File: config.mk
export PLATFORM = sky130hd
export DESIGN_NAME = cpuTop
export DESIGN_NICKNAME = d
export VERILOG_FILES = /design/src/cpuPkg.sv /design/src/cpuTop.sv /design/src/memWbStage.sv /design/src/executeStage.sv /design/src/decodeStage.sv /design/src/fetchStage.sv /design/src/regFile.sv
export VERILOG_INCLUDE_DIRS = /design/src
export SDC_FILE = /design/constraint.sdc
export NUM_CORES = 2
export LEC_CHECK = 0
export CORE_UTILIZATION = 35
export CTS_CLUSTER_SIZE = 28
export DETAILED_ROUTE_END_ITERATION = 12
export DONT_BUFFER_PORTS = 1
export PLACE_DENSITY = 0.46
export SETUP_SLACK_MARGIN = 0.3
export SKIP_CTS_REPAIR_TIMING = 1
export SYNTH_ARGS = -nofsm -noshare
export SYNTH_HDL_FRONTEND = slang
export SYNTH_SLANG_ARGS = --single-unit
File: constraint.sdc
create_clock -name clk -period 5.8 [get_ports clk]
set_input_delay 0.29 -clock clk [delete_from_list [all_inputs] [get_ports clk]]
set_output_delay 0.29 -clock clk [all_outputs]
set_load 0.02 [all_outputs]
File: src/cpu_macros.svh
`ifndef CPU_MACROS_SVH
`define CPU_MACROS_SVH

// Register and memory word width
`define DATA_W 32

// Word address width for instruction and data memory
`define ADDR_W 10

// Register file geometry
`define REG_IDX_W 5
`define NUM_REGS 32

// JAL return address register
`define LINK_REG 31

`endif
File: src/cpuPkg.sv
package cpuPkg;

	// Primary opcodes, instr[31:26]
	typedef enum logic [5:0] {
		rType = 6'b000000,
		j     = 6'b000010,
		jal   = 6'b000011,
		bne   = 6'b000101,
		li    = 6'b001001,
		xori  = 6'b001110,
		lw    = 6'b100011,
		sw    = 6'b101011
	} opcodeE;

	// R-type function codes, instr[5:0]
	typedef enum logic [5:0] {
		jr      = 6'b001000,
		syscall = 6'b001100,
		add     = 6'b100000,
		sub     = 6'b100010,
		slt     = 6'b101010
	} functE;

	// Writeback source
	typedef enum logic [1:0] {
		wbNone = 2'd0,
		wbAlu  = 2'd1,
		wbMem  = 2'd2,
		wbLink = 2'd3
	} wbSelE;

endpackage

File: src/cpuTop.sv
`timescale 1ns/1ps
`include "cpu_macros.svh"

module cpuTop import cpuPkg::*; (
	input  logic               clk,
	input  logic               rstN,
	output logic [`ADDR_W-1:0] imemAddr,
	input  logic [`DATA_W-1:0] imemData,
	output logic [`ADDR_W-1:0] dmemAddr,
	output logic               dmemWe,
	output logic [`DATA_W-1:0] dmemWdata,
	input  logic [`DATA_W-1:0] dmemRdata,
	output logic               halted
);

	// Fetch and decode control
	logic                  stall;
	logic                  haltFetch;
	logic                  exRedirect;
	logic [`ADDR_W-1:0]    exTarget;
	logic                  idRedirect;
	logic [`ADDR_W-1:0]    idTarget;
	logic                  ifIdValid;
	logic [`DATA_W-1:0]    ifIdInstr;
	logic [`ADDR_W-1:0]    ifIdPcNext;
	logic [`REG_IDX_W-1:0] rdAddrA;
	logic [`REG_IDX_W-1:0] rdAddrB;
	logic [`DATA_W-1:0]    rdDataA;
	logic [`DATA_W-1:0]    rdDataB;
	logic                  exIsLoad;
	logic [`REG_IDX_W-1:0] exDestReg;

	// ID/EX
	logic                  idExValid;
	opcodeE                idExOp;
	functE                 idExFunct;
	logic [`REG_IDX_W-1:0] idExRs;
	logic [`REG_IDX_W-1:0] idExRt;
	logic [`DATA_W-1:0]    idExA;
	logic [`DATA_W-1:0]    idExB;
	logic [`DATA_W-1:0]    idExImm;
	logic [`REG_IDX_W-1:0] idExDest;
	wbSelE                 idExWbSel;
	logic [`ADDR_W-1:0]    idExPcNext;
	logic [`ADDR_W-1:0]    idExBranchTarget;

	// EX/MEM and writeback
	logic                  exMemValid;
	opcodeE                exMemOp;
	logic [`DATA_W-1:0]    exMemResult;
	logic [`DATA_W-1:0]    exMemStoreData;
	logic [`REG_IDX_W-1:0] exMemDest;
	wbSelE                 exMemWbSel;
	logic                  exMemHalt;
	logic                  memFwdWe;
	logic [`REG_IDX_W-1:0] memFwdReg;
	logic [`DATA_W-1:0]    memFwdData;
	logic                  wbWe;
	logic [`REG_IDX_W-1:0] wbReg;
	logic [`DATA_W-1:0]    wbData;

	regFile uRegFile (
		.clk(clk), .rstN(rstN),
		.rdAddrA(rdAddrA), .rdAddrB(rdAddrB),
		.rdDataA(rdDataA), .rdDataB(rdDataB),
		.wrEn(wbWe), .wrAddr(wbReg), .wrData(wbData)
	);

	fetchStage uFetch (.*);

	// Taken branch or JR in execute squashes decode
	decodeStage uDecode (.flush(exRedirect), .*);

	executeStage uExecute (.*);

	memWbStage uMemWb (.*);

endmodule

File: src/memWbStage.sv
`timescale 1ns/1ps
`include "cpu_macros.svh"

module memWbStage import cpuPkg::*; (
	input  logic                  clk,
	input  logic                  rstN,
	input  logic                  exMemValid,
	input  opcodeE                exMemOp,
	input  logic [`DATA_W-1:0]    exMemResult,
	input  logic [`DATA_W-1:0]    exMemStoreData,
	input  logic [`REG_IDX_W-1:0] exMemDest,
	input  wbSelE                 exMemWbSel,
	input  logic                  exMemHalt,
	input  logic [`DATA_W-1:0]    dmemRdata,
	output logic [`ADDR_W-1:0]    dmemAddr,
	output logic                  dmemWe,
	output logic [`DATA_W-1:0]    dmemWdata,
	output logic                  memFwdWe,
	output logic [`REG_IDX_W-1:0] memFwdReg,
	output logic [`DATA_W-1:0]    memFwdData,
	output logic                  wbWe,
	output logic [`REG_IDX_W-1:0] wbReg,
	output logic [`DATA_W-1:0]    wbData,
	output logic                  halted
);

	logic  memWbValid;
	logic  memWbHalt;
	wbSelE memWbWbSel;

	assign dmemAddr  = exMemResult[`ADDR_W-1:0];
	assign dmemWe    = exMemValid && exMemOp == sw;
	assign dmemWdata = exMemStoreData;

	// Loads are not forwarded from here, decode stalls for them
	assign memFwdWe   = exMemValid && (exMemWbSel == wbAlu || exMemWbSel == wbLink);
	assign memFwdReg  = exMemDest;
	assign memFwdData = exMemResult;

	always_ff @(posedge clk or negedge rstN) begin
		if (!rstN) begin
			memWbValid <= 1'b0;
			memWbHalt  <= 1'b0;
			halted     <= 1'b0;
		end else begin
			memWbValid <= exMemValid;
			memWbHalt  <= exMemValid && exMemHalt;
			halted     <= halted || memWbHalt;
		end
	end

	always_ff @(posedge clk) begin
		memWbWbSel <= exMemWbSel;
		wbReg      <= exMemDest;
		wbData     <= (exMemWbSel == wbMem) ? dmemRdata : exMemResult;
	end

	assign wbWe = memWbValid && memWbWbSel != wbNone;

endmodule

File: src/executeStage.sv
`timescale 1ns/1ps
`include "cpu_macros.svh"

module executeStage import cpuPkg::*; (
	input  logic                  clk,
	input  logic                  rstN,
	input  logic                  idExValid,
	input  opcodeE                idExOp,
	input  functE                 idExFunct,
	input  logic [`REG_IDX_W-1:0] idExRs,
	input  logic [`REG_IDX_W-1:0] idExRt,
	input  logic [`DATA_W-1:0]    idExA,
	input  logic [`DATA_W-1:0]    idExB,
	input  logic [`DATA_W-1:0]    idExImm,
	input  logic [`REG_IDX_W-1:0] idExDest,
	input  wbSelE                 idExWbSel,
	input  logic [`ADDR_W-1:0]    idExPcNext,
	input  logic [`ADDR_W-1:0]    idExBranchTarget,
	input  logic                  memFwdWe,
	input  logic [`REG_IDX_W-1:0] memFwdReg,
	input  logic [`DATA_W-1:0]    memFwdData,
	input  logic                  wbWe,
	input  logic [`REG_IDX_W-1:0] wbReg,
	input  logic [`DATA_W-1:0]    wbData,
	output logic                  exRedirect,
	output logic [`ADDR_W-1:0]    exTarget,
	output logic                  exIsLoad,
	output logic [`REG_IDX_W-1:0] exDestReg,
	output logic                  exMemValid,
	output opcodeE                exMemOp,
	output logic [`DATA_W-1:0]    exMemResult,
	output logic [`DATA_W-1:0]    exMemStoreData,
	output logic [`REG_IDX_W-1:0] exMemDest,
	output wbSelE                 exMemWbSel,
	output logic                  exMemHalt
);

	logic [`DATA_W-1:0] opA;
	logic [`DATA_W-1:0] opB;
	logic [`DATA_W-1:0] result;
	logic               takenBne;
	logic               isJr;
	logic               isSyscall;

	// Newest producer wins, register 0 never forwarded
	function automatic logic [`DATA_W-1:0] fwdOperand(
		input logic [`REG_IDX_W-1:0] src,
		input logic [`DATA_W-1:0]    regVal
	);
		if (memFwdWe && memFwdReg != '0 && memFwdReg == src) begin
			return memFwdData;
		end else if (wbWe && wbReg != '0 && wbReg == src) begin
			return wbData;
		end
		return regVal;
	endfunction

	assign opA = fwdOperand(idExRs, idExA);
	assign opB = fwdOperand(idExRt, idExB);

	always_comb begin
		result = '0;
		case (idExOp)
			rType: begin
				case (idExFunct)
					add:     result = opA + opB;
					sub:     result = opA - opB;
					slt:     result = {{(`DATA_W-1){1'b0}}, $signed(opA) < $signed(opB)};
					default: result = '0;
				endcase
			end
			xori:    result = opA ^ idExImm;
			li:      result = idExImm;
			lw, sw:  result = opA + idExImm;
			jal:     result = {{(`DATA_W-`ADDR_W){1'b0}}, idExPcNext};
			default: result = '0;
		endcase
	end

	assign takenBne  = idExValid && idExOp == bne && opA != opB;
	assign isJr      = idExValid && idExOp == rType && idExFunct == jr;
	assign isSyscall = idExValid && idExOp == rType && idExFunct == syscall;

	assign exRedirect = takenBne || isJr;
	assign exTarget   = takenBne ? idExBranchTarget : opA[`ADDR_W-1:0];

	// Seen by decode for the load-use check
	assign exIsLoad  = idExValid && idExOp == lw;
	assign exDestReg = idExDest;

	always_ff @(posedge clk or negedge rstN) begin
		if (!rstN) begin
			exMemValid <= 1'b0;
			exMemHalt  <= 1'b0;
		end else begin
			exMemValid <= idExValid;
			exMemHalt  <= isSyscall;
		end
	end

	always_ff @(posedge clk) begin
		exMemOp        <= idExOp;
		exMemResult    <= result;
		exMemStoreData <= opB;
		exMemDest      <= idExDest;
		exMemWbSel     <= idExWbSel;
	end

endmodule

File: src/decodeStage.sv
`timescale 1ns/1ps
`include "cpu_macros.svh"

module decodeStage import cpuPkg::*; (
	input  logic                  clk,
	input  logic                  rstN,
	input  logic                  ifIdValid,
	input  logic [`DATA_W-1:0]    ifIdInstr,
	input  logic [`ADDR_W-1:0]    ifIdPcNext,
	input  logic                  flush,
	input  logic [`DATA_W-1:0]    rdDataA,
	input  logic [`DATA_W-1:0]    rdDataB,
	input  logic                  exIsLoad,
	input  logic [`REG_IDX_W-1:0] exDestReg,
	output logic [`REG_IDX_W-1:0] rdAddrA,
	output logic [`REG_IDX_W-1:0] rdAddrB,
	output logic                  idRedirect,
	output logic [`ADDR_W-1:0]    idTarget,
	output logic                  stall,
	output logic                  haltFetch,
	output logic                  idExValid,
	output opcodeE                idExOp,
	output functE                 idExFunct,
	output logic [`REG_IDX_W-1:0] idExRs,
	output logic [`REG_IDX_W-1:0] idExRt,
	output logic [`DATA_W-1:0]    idExA,
	output logic [`DATA_W-1:0]    idExB,
	output logic [`DATA_W-1:0]    idExImm,
	output logic [`REG_IDX_W-1:0] idExDest,
	output wbSelE                 idExWbSel,
	output logic [`ADDR_W-1:0]    idExPcNext,
	output logic [`ADDR_W-1:0]    idExBranchTarget
);

	opcodeE                op;
	functE                 funct;
	logic [`REG_IDX_W-1:0] rs;
	logic [`REG_IDX_W-1:0] rt;
	logic [`REG_IDX_W-1:0] rd;
	logic [`DATA_W-1:0]    imm;
	logic [`REG_IDX_W-1:0] dest;
	wbSelE                 wbSel;
	logic                  usesRs;
	logic                  usesRt;
	logic                  isSyscall;
	logic                  haltSeen;

	assign op    = opcodeE'(ifIdInstr[31:26]);
	assign funct = functE'(ifIdInstr[5:0]);
	assign rs    = ifIdInstr[25:21];
	assign rt    = ifIdInstr[20:16];
	assign rd    = ifIdInstr[15:11];
	assign imm   = {{(`DATA_W-16){ifIdInstr[15]}}, ifIdInstr[15:0]};

	assign rdAddrA = rs;
	assign rdAddrB = rt;

	// Destination, writeback kind and source usage per opcode
	always_comb begin
		dest   = '0;
		wbSel  = wbNone;
		usesRs = 1'b0;
		usesRt = 1'b0;
		case (op)
			rType: begin
				if (funct == add || funct == sub || funct == slt) begin
					dest   = rd;
					wbSel  = wbAlu;
					usesRs = 1'b1;
					usesRt = 1'b1;
				end else if (funct == jr) begin
					usesRs = 1'b1;
				end
			end
			li: begin
				dest  = rt;
				wbSel = wbAlu;
			end
			xori: begin
				dest   = rt;
				wbSel  = wbAlu;
				usesRs = 1'b1;
			end
			lw: begin
				dest   = rt;
				wbSel  = wbMem;
				usesRs = 1'b1;
			end
			sw, bne: begin
				usesRs = 1'b1;
				usesRt = 1'b1;
			end
			jal: begin
				dest  = `REG_IDX_W'(`LINK_REG);
				wbSel = wbLink;
			end
			default: wbSel = wbNone;
		endcase
	end

	// Load in execute feeding this instruction
	assign stall = ifIdValid && exIsLoad && exDestReg != '0 &&
		((usesRs && rs == exDestReg) || (usesRt && rt == exDestReg));

	assign idRedirect = ifIdValid && (op == j || op == jal);
	assign idTarget   = ifIdInstr[`ADDR_W-1:0];

	assign isSyscall = ifIdValid && !flush && op == rType && funct == syscall;
	assign haltFetch = isSyscall || haltSeen;

	always_ff @(posedge clk or negedge rstN) begin
		if (!rstN) begin
			haltSeen  <= 1'b0;
			idExValid <= 1'b0;
		end else begin
			haltSeen  <= haltSeen || isSyscall;
			idExValid <= ifIdValid && !stall && !flush;
		end
	end

	always_ff @(posedge clk) begin
		idExOp           <= op;
		idExFunct        <= funct;
		idExRs           <= rs;
		idExRt           <= rt;
		idExA            <= rdDataA;
		idExB            <= rdDataB;
		idExImm          <= imm;
		idExDest         <= dest;
		idExWbSel        <= wbSel;
		idExPcNext       <= ifIdPcNext;
		idExBranchTarget <= ifIdPcNext + imm[`ADDR_W-1:0];
	end

endmodule

File: src/fetchStage.sv
`timescale 1ns/1ps
`include "cpu_macros.svh"

module fetchStage (
	input  logic               clk,
	input  logic               rstN,
	output logic [`ADDR_W-1:0] imemAddr,
	input  logic [`DATA_W-1:0] imemData,
	input  logic               stall,
	input  logic               haltFetch,
	input  logic               exRedirect,
	input  logic [`ADDR_W-1:0] exTarget,
	input  logic               idRedirect,
	input  logic [`ADDR_W-1:0] idTarget,
	output logic               ifIdValid,
	output logic [`DATA_W-1:0] ifIdInstr,
	output logic [`ADDR_W-1:0] ifIdPcNext
);

	logic [`ADDR_W-1:0] pc;
	logic [`ADDR_W-1:0] pcPlusOne;

	assign imemAddr  = pc;
	assign pcPlusOne = pc + 1'b1;

	// Execute redirect wins over decode jump
	always_ff @(posedge clk or negedge rstN) begin
		if (!rstN) begin
			pc        <= '0;
			ifIdValid <= 1'b0;
		end else if (exRedirect) begin
			pc        <= exTarget;
			ifIdValid <= 1'b0;
		end else if (idRedirect) begin
			pc        <= idTarget;
			ifIdValid <= 1'b0;
		end else if (!stall) begin
			if (haltFetch) begin
				ifIdValid <= 1'b0;
			end else begin
				pc        <= pcPlusOne;
				ifIdValid <= 1'b1;
			end
		end
	end

	always_ff @(posedge clk) begin
		if (!stall) begin
			ifIdInstr  <= imemData;
			ifIdPcNext <= pcPlusOne;
		end
	end

endmodule

File: src/regFile.sv
`timescale 1ns/1ps
`include "cpu_macros.svh"

module regFile (
	input  logic                  clk,
	input  logic                  rstN,
	input  logic [`REG_IDX_W-1:0] rdAddrA,
	input  logic [`REG_IDX_W-1:0] rdAddrB,
	output logic [`DATA_W-1:0]    rdDataA,
	output logic [`DATA_W-1:0]    rdDataB,
	input  logic                  wrEn,
	input  logic [`REG_IDX_W-1:0] wrAddr,
	input  logic [`DATA_W-1:0]    wrData
);

	logic [`DATA_W-1:0] regs [`NUM_REGS];

	always_ff @(posedge clk or negedge rstN) begin
		if (!rstN) begin
			for (int i = 0; i < `NUM_REGS; i++) begin
				regs[i] <= '0;
			end
		end else if (wrEn && wrAddr != '0) begin
			regs[wrAddr] <= wrData;
		end
	end

	// Same-cycle write is visible to decode
	assign rdDataA = (rdAddrA == '0) ? '0 :
		(wrEn && wrAddr == rdAddrA) ? wrData : regs[rdAddrA];
	assign rdDataB = (rdAddrB == '0) ? '0 :
		(wrEn && wrAddr == rdAddrB) ? wrData : regs[rdAddrB];

endmodule

# Word level (Yosys, flattened, before mapping)
# Index checks and enable logic that the tools add are counted.
[totals]
wordCells = 210
register_bits = 1329
in_bits = 66
[classes]
order_cmp = 5
eq_ne = 38
n_reduce_logical = 54
bitwise_logic = 4
add_sub_neg = 5
n_mux = 42
[ops]
columns = ["operator", "n"]
rows = [
  ["$bwmux W1024", 1],
  ["$mux W32", 14],
  ["$bmux W32 S5", 2],
  ["$demux W32 S5", 1],
  ["$pmux W32 S5", 1],
  ["$pmux W32 S3", 1],
  ["$eq A6 B6 Y1 const B", 11],
  ["$add A32 B32 Y32", 2],
  ["$mux W10", 5],
  ["$eq A6 B4 Y1 const B", 8],
  ["$eq A5 B5 Y1", 8],
  ["$lt A32 B32 Y1", 1],
  ["$ne A32 B32 Y1", 1],
  ["$sub A32 B32 Y32", 1],
  ["$xor A32 B32 Y32", 1],
  ["$logic_and A1 B1 Y1", 30],
  ["$eq A6 B2 Y1 const B", 3],
  ["$ge A6 B6 Y1 const B", 3],
  ["$not A5 Y6", 3],
  ["$pmux W5 S3", 1],
  ["$reduce_bool A5 Y1", 3],
  ["$eq A6 B3 Y1 const B", 2],
  ["$logic_not A6 Y1", 2],
  ["$mux W1", 12],
  ["18 further kinds", 31],
]

# Longest topological paths before layout
[logic_depth]
word_depth = 19
ltp_mapped = 20
ltp_nobuf = 18

# Modules after synthesis
# Synthesis repeated with hierarchy kept, for this count alone.
[hier_totals]
cells_unflattened = 5539
area_unflattened_um2 = 71743.8
[by_module_without_submodules]
columns = ["module", "instances", "cells_per_inst", "seq_area_each_um2", "area_each_um2"]
rows = [
  ["regFile", 1, 3673, 25624.6, 54544.8],
  ["executeStage", 1, 1280, 1591.5, 9376.5],
  ["decodeStage", 1, 279, 2512.4, 3672.3],
  ["fetchStage", 1, 142, 1536.5, 2133.3],
  ["memWbStage", 1, 165, 855.8, 2016.9],
]

# Worst setup path after synthesis
# No wires, ideal clock.
[synth_timing]
path_type = "reg-to-reg"
from = "register uExecute.exMemDest[0]"
to = "register uExecute.exMemResult[27]"
path_slack_ps = 1226
arrival_time_ps = 4449
stages_incl_launch_ff = 19
path_buffers = 3
synth_period_minus_slack_ps = 4574
setup_time_ps = 124
cell_sequence = "dfxtp_1 > or3_1 > o311a_1 > nand4_1 > clkbuf_1 > clkbuf_1 > nor2_1 > a21oi_1 > ha_1 > buf_6 > a211o_1 > a211oi_2 > o21ai_1 > a211o_2 > a311oi_4 > nor2b_2 > a311o_1 > a221oi_2 > o21ai_1"
[synth_between]
elab_chain_len = 8
elab_cells_between_ends = 18
classes_between = "add/sub (3); eq/ne (2); mux (8); bitwise (1); reduce/logical (4)"
[synth_lines]
columns = ["element", "line", "rtl"]
rows = [
  ["start, declared", "executeStage.sv:33", "output logic [`REG_IDX_W-1:0] exMemDest,"],
  ["start signal, assigned", "executeStage.sv:105", "exMemDest <= idExDest;"],
  ["$reduce_bool A5 Y1", "executeStage.sv:50", "if (memFwdWe && memFwdReg != '0 && memFwdReg == src) begin"],
  ["$logic_and A1 B1 Y1 (2 in a row)", "executeStage.sv:50", ""],
  ["$mux W32 or $mux W1 (tied branches)", "executeStage.sv:50", ""],
  ["$mux W32", "executeStage.sv:55", "return regVal;"],
  ["$sub A32 B32 Y32 or $add A32 B32 Y32 (tied branches)", "executeStage.sv:67, executeStage.sv:66", ""],
  ["$pmux W32 S3", "executeStage.sv:65", "case (idExFunct)"],
  ["$pmux W32 S5 (*)", "executeStage.sv:63", "case (idExOp)"],
  ["end signal, assigned", "executeStage.sv:103", "exMemResult <= result;"],
  ["end, declared", "executeStage.sv:31", "output logic [`DATA_W-1:0] exMemResult,"],
]
# Mark *: on every way between the ends. The rest lies on a longest branch, timed or not.
# A chain may end at the register's enable or synchronous reset.

# Final worst setup path
[layout_timing]
from = "register uMemWb.wbReg[2]"
to = "register uExecute.exMemResult[27]"
[layout_between]
elab_chain_len = 9
elab_cells_between_ends = 18
classes_between = "add/sub (3); eq/ne (2); mux (8); bitwise (1); reduce/logical (4)"
[layout_lines]
columns = ["element", "line", "rtl"]
rows = [
  ["start, declared", "memWbStage.sv:22", "output logic [`REG_IDX_W-1:0] wbReg,"],
  ["start signal, assigned", "memWbStage.sv:54", "wbReg <= exMemDest;"],
  ["$reduce_bool A5 Y1", "executeStage.sv:52", "end else if (wbWe && wbReg != '0 && wbReg == src) begin"],
  ["$logic_and A1 B1 Y1 (2 in a row)", "executeStage.sv:52", ""],
  ["$mux W1", "executeStage.sv:52", ""],
  ["$mux W1", "executeStage.sv:50", ""],
  ["$mux W32", "executeStage.sv:55", ""],
  ["$sub A32 B32 Y32 or $add A32 B32 Y32 (tied branches)", "executeStage.sv:67, executeStage.sv:66", ""],
  ["$pmux W32 S3", "executeStage.sv:65", ""],
  ["$pmux W32 S5 (*)", "executeStage.sv:63", ""],
]
# Marked as above.

==> run_results.csv <==
group,metric,value,unit
final_layout,area_delta_synth_final,13.4,%
clock_tree,cts_tree,"yes",
synthesis,ys.flop_type,"dfrtp_1",
drt,wl_per_cell,31.3,µm
synthesis,netlist_area,70700,µm²
pwr,pwr_density_cell,276,nW/µm²
grt,grt_pass1_vias,49100,
drt,drtIter0Drc,3949,
final_layout,fillCellCount,18900,
die,core,200000,µm²
synthesis,avgSynthCellArea,13.0,µm²
place,placement.io_buffers,0,
synthesis,synth_edf_count,42,
pwr,p_clk_frac,0.464,
pwr,seq_power_share,0.443,
critical_path,worst-setup-path-type,"flop to flop",
critical_path,arrival,5860,ps
drt,drt-pass1-iter-count,6,
clock_tree,cts_max_level,4,
synthesis,yosysSeqAreaShare,0.454,
drt,wl,253,mm
pwr,p_sw_frac,0.263,
synthesis,synth.area.top_cells,"dfrtp_1 37%, mux2_2 17%, mux4_2 14%",
synthesis,synthTopCellsByCount,"1,096 x mux2_2, 1,042 x dfrtp_1, 448 x mux4_2",
pwr,comb_power_share,0.093,
clock_tree,clk_pin_slew,70,ps
grt,antenna_found_initial,7,
synthesis,synth_top_area_share,0.369,
synthesis,ys_seq_elements,1323,
die,fp.dieW,451,µm
pwr,power.net_switching,5.81,mW
drt,post-route-drc-count,0,
drt,via_count,48000,
synthesis,synth.most_common_cell,"mux2_2",
run,maxCapViolations,0,
grt,grt_pass1_wl,368,mm
timing,setup_tns,0,ps
place,place_hpwl,154,mm
synthesis,syn_inst,5420,
timing,slew_headroom,0.0207,
timing,finalClockSkew,24.8,ps
synthesis,synthArstFlopShare,0.788,
die,dieArea,204000,µm²
grt,grt_max_degree,226,
die,die_h,451,µm
pwr,p_int,16.3,mW
pwr,leakagePower,36.5,nW
synthesis,ys_types,99,
synthesis,synth_warnings,0,
critical_path,cp-end-kind,"flop",
pwr,peakVddDrop,292,µV
die,initial_core_util,0.353,
timing,drv_slew,0,
timing,max_freq,0.191,GHz
synthesis,synth_nets,5594,
clock_tree,cts_max_path_buffers,3,
timing,rsz0062_at_grt,"yes",
timing,period_needed,5230,ps
final_layout,drive_gt1_frac,0.383,
final_layout,final_util,0.400,
drt,drtAntennaViolNets,0,
place,gp_congestion,0.923,
clock_tree,clk-insertion-delay-late,800,ps
timing,setup_violations,0,
critical_path,start_kind,"flop",
worst_hold_path,hp-class,"primary input to flop",
grt,grt_usage,0.247,
drt,vias_per_cell,5.93,
die,rows,164,
timing,min_period_over_period,0.901,
die,ios,120,
critical_path,required,6440,ps
grt,grt_overflow,0,
final_layout,nets,5492,
critical_path,critPathMaxFanout,32,
timing,final-hold-violation-count,0,
synthesis,yosys.area.top_type,"dfrtp_1",
run_status,status,"completed",
clock_tree,clkSinkCount,1323,
clock_tree,cts_buffers,154,
clock_tree,cts_root_buf,"clkbuf_16",
timing,worst_pin_slew,1470,ps
## cell usage in the layout, fill, tap and decap left out, types with 36 or more instances in the layout
cell           instances
mux2_2              1096
edfxtp_1              42
inv_1                 81
o22ai_1               66
dfrtp_1             1042
nand2b_1              47
dlygate4sd3_1         65
nor2_1               280
nand2_1               72
a21oi_1              249
xnor2_1               58
a221oi_1              67
dfxtp_1              237
mux2i_1              281
o221ai_1              36
clkbuf_16            159
nor3_1                38
ha_1                 104
buf_4                168
a21o_1                45
mux4_2               448
a211oi_1              77
o211ai_1              42
o21ai_0               82
## logic make-up (layout without fill, tap and decap cells)
logic type,after synthesis,after routing,synth area share
AO/OA/AOI/OAI,831,831,0.0797
XOR/XNOR,91,91,0.0113
adder cells (fa/ha/maj),108,108,0.0195
buffers and inverters,610,635,0.0352
flip-flops,1323,1323,0.454
multiplexers,1825,1825,0.357
other,0,2,0
AND/OR/NAND/NOR,632,632,0.0427
## through the flow
step | power, mW | area [µm²] | setup WS (ps) | std cells | hold WS [ps]
after floorplan | 11.1 | 70700 | 1230 | 5420 | -5.59
after global placement | 12.0 | 74200 | 534 | 7752 | 17.7
after detailed placement | 12.0 | 74200 | 531 | 7752 | 16.3
after CTS | 22.3 | 79500 | 476 | 8035 | -839
after global routing | 22.9 | 80200 | 230 | 8103 | 82.2
final | 22.1 | 80200 | 574 | 8103 | 122
## power groups by stage
stage	Clock [mW]	Combinational [mW]	Sequential, mW
2_1_floorplan	0	1.25	9.85
3_3_place_gp	0	2.00	9.96
3_5_place_dp	0	2.00	9.96
4_1_cts	10.5	2.01	9.78
5_1_grt	10.9	2.22	9.80
6_report	10.3	2.06	9.79
## worst max-delay path, cell delays in order, from the launching register on
cell      delay [ps]
dfxtp_1          600
nor3_1           130
a21oi_1          230
nand4_1          200
buf_12           250
mux2i_1          160
a21oi_1          580
ha_1             410
o21ai_0          390
nand2_1          110
nand4b_1         160
nor2_1           120
a211o_2          390
a311oi_4         400
nor2b_2           90
a311o_1          370
a221oi_2         320
o21ai_1          120
## per-layer routing
layer | part of all wire | track usage | routed length, µm
met4 | 0.029 | 0.0698 | 7390
met5 | 0.000051 | 0 | 13
met1 | 0.45 | 0.347 | 115000
met3 | 0.047 | 0.0349 | 11900
met2 | 0.47 | 0.396 | 119000
## registers in the layout (all words and copies together) (netlist names), 6 cells and up
register / flops
uDecode.idExA: 32
uDecode.idExB: 32
uDecode.idExBranchTarget: 10
uDecode.idExImm: 11
uDecode.idExOp: 6
uDecode.idExPcNext: 10
uExecute.exMemOp: 6
uExecute.exMemResult: 32
uExecute.exMemStoreData: 32
uFetch.ifIdInstr: 32
uFetch.ifIdPcNext: 10
uFetch.imemAddr: 10
uMemWb.wbData: 32
uRegFile.regs: 1024
## final cells by class
| type | count | area (µm²) | area share |
|---|---|---|---|
| Antenna cell | 2 | 5.00 | 0.0000624 |
| Timing Repair Buffer | 270 | 2690 | 0.0335 |
| Tap cell | 2656 | 3320 | 0.0415 |
| Clock buffer | 218 | 4470 | 0.0558 |
| Sequential cell | 1323 | 32100 | 0.401 |
| Multi-Input combinational cell | 3487 | 36400 | 0.454 |
| Inverter | 82 | 308 | 0.00384 |
| Clock inverter | 65 | 841 | 0.0105 |
## path summary, 6_finish.rpt
kind                            slack [ps]                             from                             endpoint  depth (start not counted)
worst min register to register         340  uDecode.idExWbSel[0]$_SDFF_PN0_       uExecute.exMemWbSel[0]$_DFF_P_                          0
worst max register to register         570          uMemWb.wbReg[2]$_DFF_P_  uExecute.exMemResult[27]$_SDFF_PN0_                         17
min in group asynchronous              130                             rstN      uRegFile.regs[1019]$_DFFE_PN0P_                          2
worst max-delay path                   570          uMemWb.wbReg[2]$_DFF_P_  uExecute.exMemResult[27]$_SDFF_PN0_                         17
max in group asynchronous             2970                             rstN       uRegFile.regs[785]$_DFFE_PN0P_                          5
worst min-delay path                   120                      imemData[0]        uFetch.ifIdInstr[0]$_DFFE_PN_                          1
Note: power is estimated with default switching activity, not from simulation.
